$ cat config.mk
export PLATFORM = sky130hd
export DESIGN_NAME = fetch_top
export DESIGN_NICKNAME = d
export VERILOG_FILES = /design/src/hw/fetch_line_pkg.sv /design/src/hw/fetch_addr_pkg.sv /design/src/hw/fetch_addr_gen.sv /design/src/hw/fetch_cfg_regs.sv /design/src/hw/fetch_line_store.sv /design/src/hw/fetch_stage.sv /design/src/hw/fetch_top.sv
export VERILOG_INCLUDE_DIRS = /design/src /design/src/include
export SDC_FILE = /design/constraint.sdc
export NUM_CORES = 2
export LEC_CHECK = 0
export BUFFER_PORTS_ARGS = -buffer_cell sky130_fd_sc_hd__clkbuf_2
export CELL_PAD_IN_SITES_DETAIL_PLACEMENT = 0
export CELL_PAD_IN_SITES_GLOBAL_PLACEMENT = 1
export CORE_MARGIN = 5
export CORE_UTILIZATION = 54
export CTS_CLUSTER_DIAMETER = 200
export CTS_CLUSTER_SIZE = 8
export DETAILED_ROUTE_END_ITERATION = 10
export PLACE_DENSITY = 0.82
export REMOVE_ABC_BUFFERS = 1
export SLEW_MARGIN = 10
export SYNTH_ARGS = -nofsm -noshare
export SYNTH_HDL_FRONTEND = slang
export SYNTH_HIERARCHICAL = 1
export SYNTH_SLANG_ARGS = --single-unit
export TNS_END_PERCENT = 20
$ cat constraint.sdc
create_clock -name clk -period 26.3 [get_ports clk]
set_clock_uncertainty 0.1 [all_clocks]
set_input_delay 5.26 -clock clk [delete_from_list [all_inputs] [get_ports clk]]
set_output_delay 5.26 -clock clk [all_outputs]
set_load 0.1 [all_outputs]
$ cat src/include/fetch_macros.svh
// Fixed line geometry for the fetch front end; slot and store sizes are not parameters anywhere
`ifndef FETCH_MACROS_SVH
`define FETCH_MACROS_SVH

// Number of instruction slots in one fetch line
`define FETCH_SLOTS 5

// Every instruction is six bytes wide
`define FETCH_SLOT_BYTES 6

// One line is five slots of six bytes
`define FETCH_LINE_BYTES 30

// Depth of the small instruction-line store
`define FETCH_STORE_LINES 8

// Opcode placed in every slot of a squashed line
`define FETCH_OP_NOP 7'h7f

`endif

$ cat src/hw/fetch_line_pkg.sv
// Instruction slot and line layout plus the configuration-write format; compile before fetch_addr_pkg
`default_nettype none

`include "fetch_macros.svh"

package fetch_line_pkg;

	// Decoded view of one six-byte instruction slot
	typedef struct packed {
		logic [6:0]  opcode;
		logic        marker;
		logic [39:0] operand;
	} insn_fields_t;

	// The same 48 bits are handled as a raw word by the store and as fields by the stage
	typedef union packed {
		logic [47:0]  raw;
		insn_fields_t f;
	} insn_slot_u;

	// Slot 0 sits at the lowest address of the line
	typedef insn_slot_u [`FETCH_SLOTS-1:0] fetch_line_t;

	// Register select of a configuration write
	typedef enum logic [2:0] {
		CFG_RESTART = 3'd0,
		CFG_KEPT    = 3'd1,
		CFG_STORE   = 3'd2,
		CFG_INJECT  = 3'd3,
		CFG_GO      = 3'd4
	} cfg_sel_e;

	typedef struct packed {
		cfg_sel_e    sel;
		logic [2:0]  idx;
		logic [2:0]  slot;
		logic [47:0] data;
	} cfg_wr_t;

endpackage

`default_nettype wire

$ cat src/hw/fetch_addr_pkg.sv
// Address, stream and fetch-bundle types; needs fetch_line_pkg compiled first for the line type
`default_nettype none

`include "fetch_macros.svh"

package fetch_addr_pkg;

	import fetch_line_pkg::*;

	// Byte address of an instruction or line
	typedef logic [31:0] fetch_addr_t;

	// Stream tag, bumped by every redirect
	typedef logic [3:0] stream_t;

	// Address tagged with the stream it was fetched in
	typedef struct packed {
		stream_t     stream;
		fetch_addr_t pc;
	} pc_tagged_t;

	// ====================
	// Registered result of one fetch
	// ====================

	typedef struct packed {
		pc_tagged_t [`FETCH_SLOTS-1:0] slot_pc;
		fetch_line_t                   line;
		logic                          flush;
		logic                          irq;
		logic [2:0]                    uop_num;
		// Set when the line was replaced by NOPs
		logic                          squashed;
	} fetch_bundle_t;

endpackage

`default_nettype wire

$ cat src/hw/fetch_addr_gen.sv
// Restart keeps the current stream; only a redirect opens a new one, and the stream tag wraps at 16
`default_nettype none

`include "fetch_macros.svh"

module fetch_addr_gen
	import fetch_addr_pkg::*;
(
	input  wire logic        clk,
	input  wire logic        rst,
	input  wire logic        en_i,
	input  wire logic        restart_i,
	input  wire fetch_addr_t restart_pc_i,
	input  wire logic        redirect_i,
	input  wire fetch_addr_t redirect_pc_i,
	output pc_tagged_t       pc_o
);

	pc_tagged_t pc_q;
	pc_tagged_t pc_d;

	// ====================
	// Next address
	// ====================

	// Restart beats redirect, and both beat the sequential step
	always_comb begin
		pc_d = pc_q;
		if (restart_i) begin
			pc_d.pc = restart_pc_i;
		end else if (redirect_i) begin
			// The target starts a new stream so older lines can be told apart
			pc_d.pc     = redirect_pc_i;
			pc_d.stream = pc_q.stream + stream_t'(1);
		end else if (en_i) begin
			pc_d.pc = pc_q.pc + fetch_addr_t'(`FETCH_LINE_BYTES);
		end
	end

	// A redirect or restart during a stall replaces the line not yet latched
	// When stalled with neither, the address simply holds
	always_ff @(posedge clk) begin
		if (rst) begin
			pc_q.stream <= stream_t'(1);
			pc_q.pc     <= '0;
		end else begin
			pc_q <= pc_d;
		end
	end

	assign pc_o = pc_q;

endmodule

`default_nettype wire

$ cat src/hw/fetch_cfg_regs.sv
// Config port is always ready; inject slots are written one at a time and the slot 4 write arms the line
`default_nettype none

`include "fetch_macros.svh"

module fetch_cfg_regs
	import fetch_addr_pkg::*;
	import fetch_line_pkg::*;
(
	input  wire logic        clk,
	input  wire logic        rst,
	input  wire logic        cfg_valid_i,
	input  wire cfg_wr_t     cfg_wr_i,
	output logic             restart_o,
	output fetch_addr_t      restart_pc_o,
	output stream_t          kept_stream_o,
	output logic             store_we_o,
	output logic [2:0]       store_idx_o,
	output logic [2:0]       store_slot_o,
	output logic [47:0]      store_data_o,
	output logic             inject_o,
	output fetch_line_t      inject_line_o,
	input  wire logic        inject_taken_i
);

	logic slot_ok;
	logic inject_wr;

	// Slot selects 5 to 7 have no storage behind them
	assign slot_ok   = cfg_wr_i.slot < 3'(`FETCH_SLOTS);
	assign inject_wr = cfg_valid_i && (cfg_wr_i.sel == CFG_INJECT) && slot_ok;

	// Go is a pulse in the write cycle so the generator restarts at the next edge
	assign restart_o = cfg_valid_i && (cfg_wr_i.sel == CFG_GO);

	// Line store writes pass straight through, the store commits them at the next edge
	assign store_we_o   = cfg_valid_i && (cfg_wr_i.sel == CFG_STORE);
	assign store_idx_o  = cfg_wr_i.idx;
	assign store_slot_o = cfg_wr_i.slot;
	assign store_data_o = cfg_wr_i.data;

	// ====================
	// Control registers
	// ====================

	always_ff @(posedge clk) begin
		if (rst) begin
			restart_pc_o  <= '0;
			// Matches the stream the generator comes out of reset with
			kept_stream_o <= stream_t'(1);
			inject_o      <= 1'b0;
		end else begin
			if (cfg_valid_i && cfg_wr_i.sel == CFG_RESTART)
				restart_pc_o <= cfg_wr_i.data[31:0];
			if (cfg_valid_i && cfg_wr_i.sel == CFG_KEPT)
				kept_stream_o <= cfg_wr_i.data[3:0];
			// A fresh arm wins over the stage taking the previous line
			if (inject_wr && cfg_wr_i.slot == 3'(`FETCH_SLOTS - 1))
				inject_o <= 1'b1;
			else if (inject_taken_i)
				inject_o <= 1'b0;
		end
	end

	// Inject line payload
	always_ff @(posedge clk) begin
		if (inject_wr)
			inject_line_o[cfg_wr_i.slot].raw <= cfg_wr_i.data;
	end

endmodule

`default_nettype wire

$ cat src/hw/fetch_line_store.sv
// Direct-mapped by line number modulo 8; only lines 0 to 7 (bytes 0 to 239) can ever hit
`default_nettype none

`include "fetch_macros.svh"

module fetch_line_store
	import fetch_addr_pkg::*;
	import fetch_line_pkg::*;
(
	input  wire logic        clk,
	input  wire logic        rst,
	input  wire logic        we_i,
	input  wire logic [2:0]  idx_i,
	input  wire logic [2:0]  slot_i,
	input  wire logic [47:0] data_i,
	input  wire fetch_addr_t pc_i,
	output logic             hit_o,
	output fetch_line_t      line_o
);

	fetch_line_t lines [`FETCH_STORE_LINES];
	fetch_addr_t tags [`FETCH_STORE_LINES];
	logic [`FETCH_STORE_LINES-1:0] valid_q;
	logic [2:0] rd_idx;
	logic       slot_ok;

	assign slot_ok = slot_i < 3'(`FETCH_SLOTS);

	// ====================
	// Lookup
	// ====================

	// Line number is the address over the line size, the divisor is a constant
	assign rd_idx = 3'(pc_i / fetch_addr_t'(`FETCH_LINE_BYTES));

	// The tag check rejects addresses that alias onto a line from beyond the store
	assign hit_o  = valid_q[rd_idx] && (tags[rd_idx] == pc_i);
	assign line_o = lines[rd_idx];

	// ====================
	// Write side
	// ====================

	always_ff @(posedge clk) begin
		if (we_i && slot_ok)
			lines[idx_i][slot_i].raw <= data_i;
		// Slot 0 opens the line, so its tag is set here
		if (we_i && slot_i == 3'd0)
			tags[idx_i] <= fetch_addr_t'(idx_i) * fetch_addr_t'(`FETCH_LINE_BYTES);
	end

	always_ff @(posedge clk) begin
		if (rst)
			valid_q <= '0;
		else if (we_i && slot_i == 3'd0)
			valid_q[idx_i] <= 1'b1;
	end

endmodule

`default_nettype wire

$ cat src/hw/fetch_stage.sv
// Output stays valid once fetch starts; flush and irq pulses seen during a stall wait for the next latch
`default_nettype none

`include "fetch_macros.svh"

module fetch_stage
	import fetch_addr_pkg::*;
	import fetch_line_pkg::*;
(
	input  wire logic        clk,
	input  wire logic        rst,
	input  wire pc_tagged_t  pc_i,
	input  wire logic        hit_i,
	input  wire fetch_line_t line_i,
	input  wire logic        inject_i,
	input  wire fetch_line_t inject_line_i,
	output logic             inject_taken_o,
	input  wire stream_t     kept_stream_i,
	input  wire logic        flush_i,
	input  wire logic        irq_i,
	input  wire logic [2:0]  uop_num_i,
	output logic             bundle_valid_o,
	input  wire logic        bundle_ready_i,
	output fetch_bundle_t    bundle_o,
	output logic             en_o
);

	pc_tagged_t [`FETCH_SLOTS-1:0] slot_pc;
	fetch_line_t sel_line;
	logic        squash;
	logic        flush_pend;
	logic        irq_pend;
	logic [2:0]  uop_hold;
	logic        flush_eff;
	logic        irq_eff;

	// Load a new bundle when the register is empty or its bundle leaves this cycle
	assign en_o           = !bundle_valid_o || bundle_ready_i;
	assign inject_taken_o = en_o && inject_i;

	assign flush_eff = flush_i || flush_pend;
	assign irq_eff   = irq_i || irq_pend;

	// A miss, a flush or a line from a stale stream is turned into NOPs
	assign squash = !hit_i || flush_eff || (pc_i.stream != kept_stream_i);

	// ====================
	// Slot addresses and line select
	// ====================

	always_comb begin
		for (int i = 0; i < `FETCH_SLOTS; i++) begin
			slot_pc[i].stream = pc_i.stream;
			slot_pc[i].pc     = pc_i.pc + fetch_addr_t'(i * `FETCH_SLOT_BYTES);
		end
	end

	always_comb begin
		sel_line = line_i;
		for (int i = 0; i < `FETCH_SLOTS; i++) begin
			if (inject_i) begin
				// Injected slots are marked so decode can tell them from fetched ones
				sel_line[i]          = inject_line_i[i];
				sel_line[i].f.marker = 1'b1;
			end else if (squash) begin
				sel_line[i].f.opcode  = `FETCH_OP_NOP;
				sel_line[i].f.marker  = 1'b0;
				sel_line[i].f.operand = '0;
			end
		end
	end

	// ====================
	// Registers
	// ====================

	// Side-band pulses that arrive while stalled are held so none is dropped
	always_ff @(posedge clk) begin
		if (rst) begin
			bundle_valid_o <= 1'b0;
			flush_pend     <= 1'b0;
			irq_pend       <= 1'b0;
		end else begin
			if (en_o)
				bundle_valid_o <= 1'b1;
			flush_pend <= !en_o && flush_eff;
			irq_pend   <= !en_o && irq_eff;
		end
	end

	// The micro-op number travels with the irq pulse that it belongs to
	always_ff @(posedge clk) begin
		if (irq_i && !irq_pend)
			uop_hold <= uop_num_i;
	end

	always_ff @(posedge clk) begin
		if (en_o) begin
			bundle_o.slot_pc  <= slot_pc;
			bundle_o.line     <= sel_line;
			bundle_o.flush    <= flush_eff;
			bundle_o.irq      <= irq_eff;
			bundle_o.uop_num  <= irq_pend ? uop_hold : uop_num_i;
			bundle_o.squashed <= !inject_i && squash;
		end
	end

endmodule

`default_nettype wire

$ cat src/hw/fetch_top.sv
// Fetch runs from address 0 out of reset; unloaded lines come out as squashed NOP bundles until go
`default_nettype none

module fetch_top
	import fetch_addr_pkg::*;
	import fetch_line_pkg::*;
(
	input  wire logic        clk,
	input  wire logic        rst,
	input  wire logic        cfg_valid_i,
	input  wire cfg_wr_t     cfg_wr_i,
	input  wire logic        redirect_i,
	input  wire fetch_addr_t redirect_pc_i,
	input  wire logic        flush_i,
	input  wire logic        irq_i,
	input  wire logic [2:0]  uop_num_i,
	output logic             bundle_valid_o,
	input  wire logic        bundle_ready_i,
	output fetch_bundle_t    bundle_o
);

	logic        restart;
	fetch_addr_t restart_pc;
	stream_t     kept_stream;
	logic        store_we;
	logic [2:0]  store_idx;
	logic [2:0]  store_slot;
	logic [47:0] store_data;
	logic        inject;
	fetch_line_t inject_line;
	logic        inject_taken;
	pc_tagged_t  pc;
	logic        hit;
	fetch_line_t line;
	logic        en;

	// ====================
	// Configuration and address
	// ====================

	fetch_cfg_regs u_cfg (
		.clk            (clk),
		.rst            (rst),
		.cfg_valid_i    (cfg_valid_i),
		.cfg_wr_i       (cfg_wr_i),
		.restart_o      (restart),
		.restart_pc_o   (restart_pc),
		.kept_stream_o  (kept_stream),
		.store_we_o     (store_we),
		.store_idx_o    (store_idx),
		.store_slot_o   (store_slot),
		.store_data_o   (store_data),
		.inject_o       (inject),
		.inject_line_o  (inject_line),
		.inject_taken_i (inject_taken)
	);

	fetch_addr_gen u_addr_gen (
		.clk           (clk),
		.rst           (rst),
		.en_i          (en),
		.restart_i     (restart),
		.restart_pc_i  (restart_pc),
		.redirect_i    (redirect_i),
		.redirect_pc_i (redirect_pc_i),
		.pc_o          (pc)
	);

	// ====================
	// Store and stage
	// ====================

	// The store only needs the byte address, the stream is checked in the stage
	fetch_line_store u_store (
		.clk    (clk),
		.rst    (rst),
		.we_i   (store_we),
		.idx_i  (store_idx),
		.slot_i (store_slot),
		.data_i (store_data),
		.pc_i   (pc.pc),
		.hit_o  (hit),
		.line_o (line)
	);

	fetch_stage u_stage (
		.clk            (clk),
		.rst            (rst),
		.pc_i           (pc),
		.hit_i          (hit),
		.line_i         (line),
		.inject_i       (inject),
		.inject_line_i  (inject_line),
		.inject_taken_o (inject_taken),
		.kept_stream_i  (kept_stream),
		.flush_i        (flush_i),
		.irq_i          (irq_i),
		.uop_num_i      (uop_num_i),
		.bundle_valid_o (bundle_valid_o),
		.bundle_ready_i (bundle_ready_i),
		.bundle_o       (bundle_o),
		.en_o           (en)
	);

endmodule

`default_nettype wire

---- Yosys cells after proc, flatten, opt, wreduce, memory -nomap -nowiden ----
Memory sizes are Yosys's and may differ from the RTL's.
Cells that the tools add are included.
word-level totals
  register bits after elaboration ......... 737
  RAM bits ................................ 1976
  input port bits ......................... 99
  output and inout port bits .............. 427
  memories ................................ 2
operators by class
  add/subtract/negate cells ............... 6
  $mul .................................... 1
  divide/modulo/power cells ............... 1
  magnitude comparators ................... 6
  equal/unequal tests ..................... 7
  mux-type cells .......................... 27
  bitwise gates (word level) .............. 2
  reduce and logical (&&, ||, !) cells .... 32
memories
  memory         depth  bits a word  read ports  clocked after Yosys merged registers in  write ports  RTL line                source
  u_store.lines  8      240          1           0                                        1            fetch_line_store.sv:21  fetch_line_t lines [`FETCH_STORE_LINES];
  u_store.tags   8      7            1           0                                        1            fetch_line_store.sv:22  fetch_addr_t tags [`FETCH_STORE_LINES];
operator list
  kind                     count
  $mux W48                 11
  $bwmux W240              1
  $mux W240                1
  $demux W48 S3            1
  $add A32 B5 Y32 const B  3
  $mux W32                 3
  $add A32 B3 Y32 const B  1
  $add A32 B4 Y32 const B  1
  $div A32 B5 Y32 const B  1
  $eq A32 B32 Y1           1
  $logic_and A1 B1 Y1      17
  $lt A3 B4 Y1 const B     3
  $or A8 B8 Y8             1
  $mul A3 B4 Y7 const B    1
  $mux W1                  7
  $eq A3 B2 Y1 const B     2
  $eq A3 B3 Y1 const B     2
  $ge A3 B1 Y1 const B     2
  $logic_not A3 Y1         2
  $logic_not A1 Y1         5
  $logic_or A1 B1 Y1       5
  $add A4 B1 Y4 const B    1
  $ne A4 B4 Y1             1
  $bmux W1 S3              1
  8 further kinds          8

---- Depth between registers and ports, before layout ----
  depth after elaboration ................. 9
  gate-level depth with buffers ........... 56
  depth with buffers taken out ............ 47

---- Modules after synthesis ----
The synthesis kept the hierarchy.
by module, submodules not included
  module            instances  cells each  area an instance (µm²)
  fetch_line_store  1          6758        81730.9
  fetch_stage       1          1570        18666.7
  fetch_cfg_regs    1          467         9370.2
  fetch_addr_gen    1          347         2543.7

---- Worst setup path after synthesis ----
Ideal clock, no wire load.
  path type ............................... input-to-reg
  from .................................... in bundle_ready_i
  to ...................................... reg u_addr_gen/pc_o[8] (netlist name)
  data arrival time ....................... 17065 ps
  slack ................................... 9057 ps
  stages on the path ...................... 4
  buffers on the path ..................... 0
  cells stage by stage .................... nand2b_1 -> nor3_1 -> o21ba_2 -> nor3_1
between the ends
  longest elaborated chain between the ends .. 2
ends and longest elaborated chain
  item                          RTL line           source
  start: declaration            fetch_top.sv:18    input wire logic bundle_ready_i,
  $logic_or A1 B1 Y1            fetch_stage.sv:38  assign en_o = !bundle_valid_o || bundle_ready_i;
  $reduce_bool A3 Y1 (no line)  -
Every way passes these cells.
A chain may end at the register's enable or synchronous reset.

==> out/qor.csv <==
stage;metric;value;unit
drt;WL met3;30900;um
sta;setup tns final;0;ns
sta;fin crit share;0.699;
setup_path;CP Capture Type;flip-flop;
drt;drt drc;0;
drt;WL met1;132000;um
final_layout;# fillers;15600;
sta;Slew Limit Fails;0;
floorplan;Core Region;0.207;mm2
cts;CTS resizes;0;
setup_path;CP max-delay cell;buf_4;
cts;Root Driver;clkbuf_16;
global_routing;vias in the first global route;71600;
global_routing;total grt overflow;0;
drt;Post-Route WL;334000;um
setup_path;most frequent CP cell;o21ai_1;
cts;Clock Pin Slew Worst Setup and Hold Paths;0.06;ns
drt;DR vias/cell;6.14;
yosys;synthesized instance count;9137;
global_routing;largest net degree at the start of global routing;232;
global_routing;initial antenna violation count;13;
flow_run;Max Cap Viol;0;
final_layout;# nets final;9673;
drt;routed len/inst;27.0;um
setup_path;Setup CP Type;reg -> reg;
setup_path;Worst Path Arrival;19.04;ns
sta;final setup fails;0;
drt;drt first pass iters;8;
place;GP Congestion;0.888;
final_layout;Sequential Area;0.0802;mm2
setup_path;Crit path largest cell delay;0.97;ns
drt;Top Metal Used;met5;
setup_path;CP top delay family;compound AO/OA/AOI/OAI gates;
final_layout;Non-Filler Cell Area, Final;0.127;mm2
outcome;outcome;finished, final reports clean;
drt;Iter 0 DRT Violations;9180;
setup_path;Buf+Inv Stages, Crit Path;4;
yosys;Syn Area/Cell;12.3;um2
final_layout;Area growth syn-to-layout;13.3;%
global_routing;first-pass GRT wire length;483000;um
cts;worst skew pair latency;0.97;ns
setup_path;Req. time, crit path;26.96;ns
sta;Slew @ Worst Pin;1.30;ns
cts;H-tree levels;5;
floorplan;Initial Util;0.542;
sta;max frequency;0.0544;GHz
drt;Final ANT Viol Nets;0;
min_path;Hold Path Class;reg -> reg;
place;placed wire-length estimate;181000;um
cts;Post-CTS Setup Repair Bufs;0;
place;cell area after placement;0.117;mm2
cts;clock buffer depth;4;
cts;CTS Buf Count;387;
sta;worst rel slew slack;0.133;
drt;Met2 Wirelength;155000;um
drt;routed vias;75800;
cts;Post-CTS Hold Fix Bufs;0;
cts;CTS tree;built;
yosys;Synth Warn #;6;
final_layout;area of the multi-input gates;0.0291;mm2
setup_path;Max FO, Critical Path;197;
final_layout;layout cells sized above 1;0.128;
setup_path;CP Launch Type;flip-flop;
sta;RSZ-0062 raised after global routing;no;
place;port buffer count;525;
yosys;post-synth design cell area;0.112;mm2
floorplan;die area;0.217;mm2
cts;clock sink count;2700;
sta;Fin. Hold Viols;0;
global_routing;Global Route Usage Sum;0.300;
floorplan;num rows;167;
floorplan;Top Ports;526;
floorplan;DIE HEIGHT;466;um
sta;minimum clock period;18.38;ns
floorplan;Die X-Extent;466;um
-- layout make-up --
class | instances | share of cell area
Timing Repair Buffer | 670 | 0.0302
Sequential cell | 2700 | 0.632
Multi-Input combinational cell | 5736 | 0.229
Clock buffer | 484 | 0.0806
Antenna cell | 4 | 0.0000788
Tap cell | 2704 | 0.0266
Clock inverter | 5 | 0.000571
Inverter | 56 | 0.00165
-- layer usage --
layer  global-route usage  up-vias
met3               0.0542      727
met5                    0        -
met2                0.472     4057
li1                     -    33400
met1                0.417    37700
met4                0.127       10
-- cell usage in the layout, fill, tap and decap left out, types with 52 or more instances in the layout --
master,count
nand2b_1,281
edfxtp_1,2616
nand2_1,2519
clkbuf_2,524
clkbuf_1,88
a21oi_1,110
mux2i_1,66
nor2b_1,52
o21ai_0,496
buf_4,137
nor2_1,181
xnor2_1,101
clkbuf_16,396
dfxtp_1,83
nand3_1,1255
-- worst register-to-register path, delay by kind of cell, from the launching register on --
| kind | cells | cell delay, ns |
|---|---|---|
| AO/OA/AOI/OAI | 30 | 9.73 |
| AND/OR/NAND/NOR | 12 | 3.05 |
| buffers and inverters | 4 | 2.58 |
| multiplexers | 4 | 1.57 |
| flip-flops | 1 | 0.92 |
| XOR/XNOR | 1 | 0.17 |
-- worst paths after layout --
path | from | end | slack, ns | cells past startpoint
setup / recovery | u_addr_gen/pc_o[28] | u_stage/bundle_o[210] | 7.92 | 51
hold / removal | u_cfg/restart_pc_o[1] | u_addr_gen/pc_o[1] | 0.38 | 2
setup reg to reg | u_addr_gen/pc_o[28] | u_stage/bundle_o[210] | 7.92 | 51
hold reg to reg | u_cfg/restart_pc_o[1] | u_addr_gen/pc_o[1] | 0.38 | 2
-- per-stage QoR --
step / hold WS [ns] / cells / util / worst slack (ns)
final: 0.378 / 12400 / 0.614 / 7.92
after global routing: 0.383 / 12400 / 0.614 / 6.72
after CTS: 0.361 / 12400 / 0.614 / 7.77
after detailed placement: 0.359 / 11900 / 0.564 / 7.90
after global placement: 0.348 / 11900 / 0.564 / 8.20
after floorplan: 0.330 / 8492 / - / -25.68
-- state kept, by name, summed over array words and instances, names as in the netlist --
signal and flops:
u_addr_gen/pc_o 36, u_cfg/restart_pc_o 32, u_store/tags 56, u_stage/irq_pend 1, u_stage/bundle_o 402, u_cfg/inject_o 1, u_cfg/kept_stream_o 4, u_stage/flush_pend 1
u_stage/bundle_valid_o 1, u_cfg/inject_line_o 235, u_store/valid_q 8, u_store/lines 1920, u_stage/uop_hold 3
Power is not shown: default switching activity piles up to over one toggle a cycle in this logic, so the estimate is an artifact.
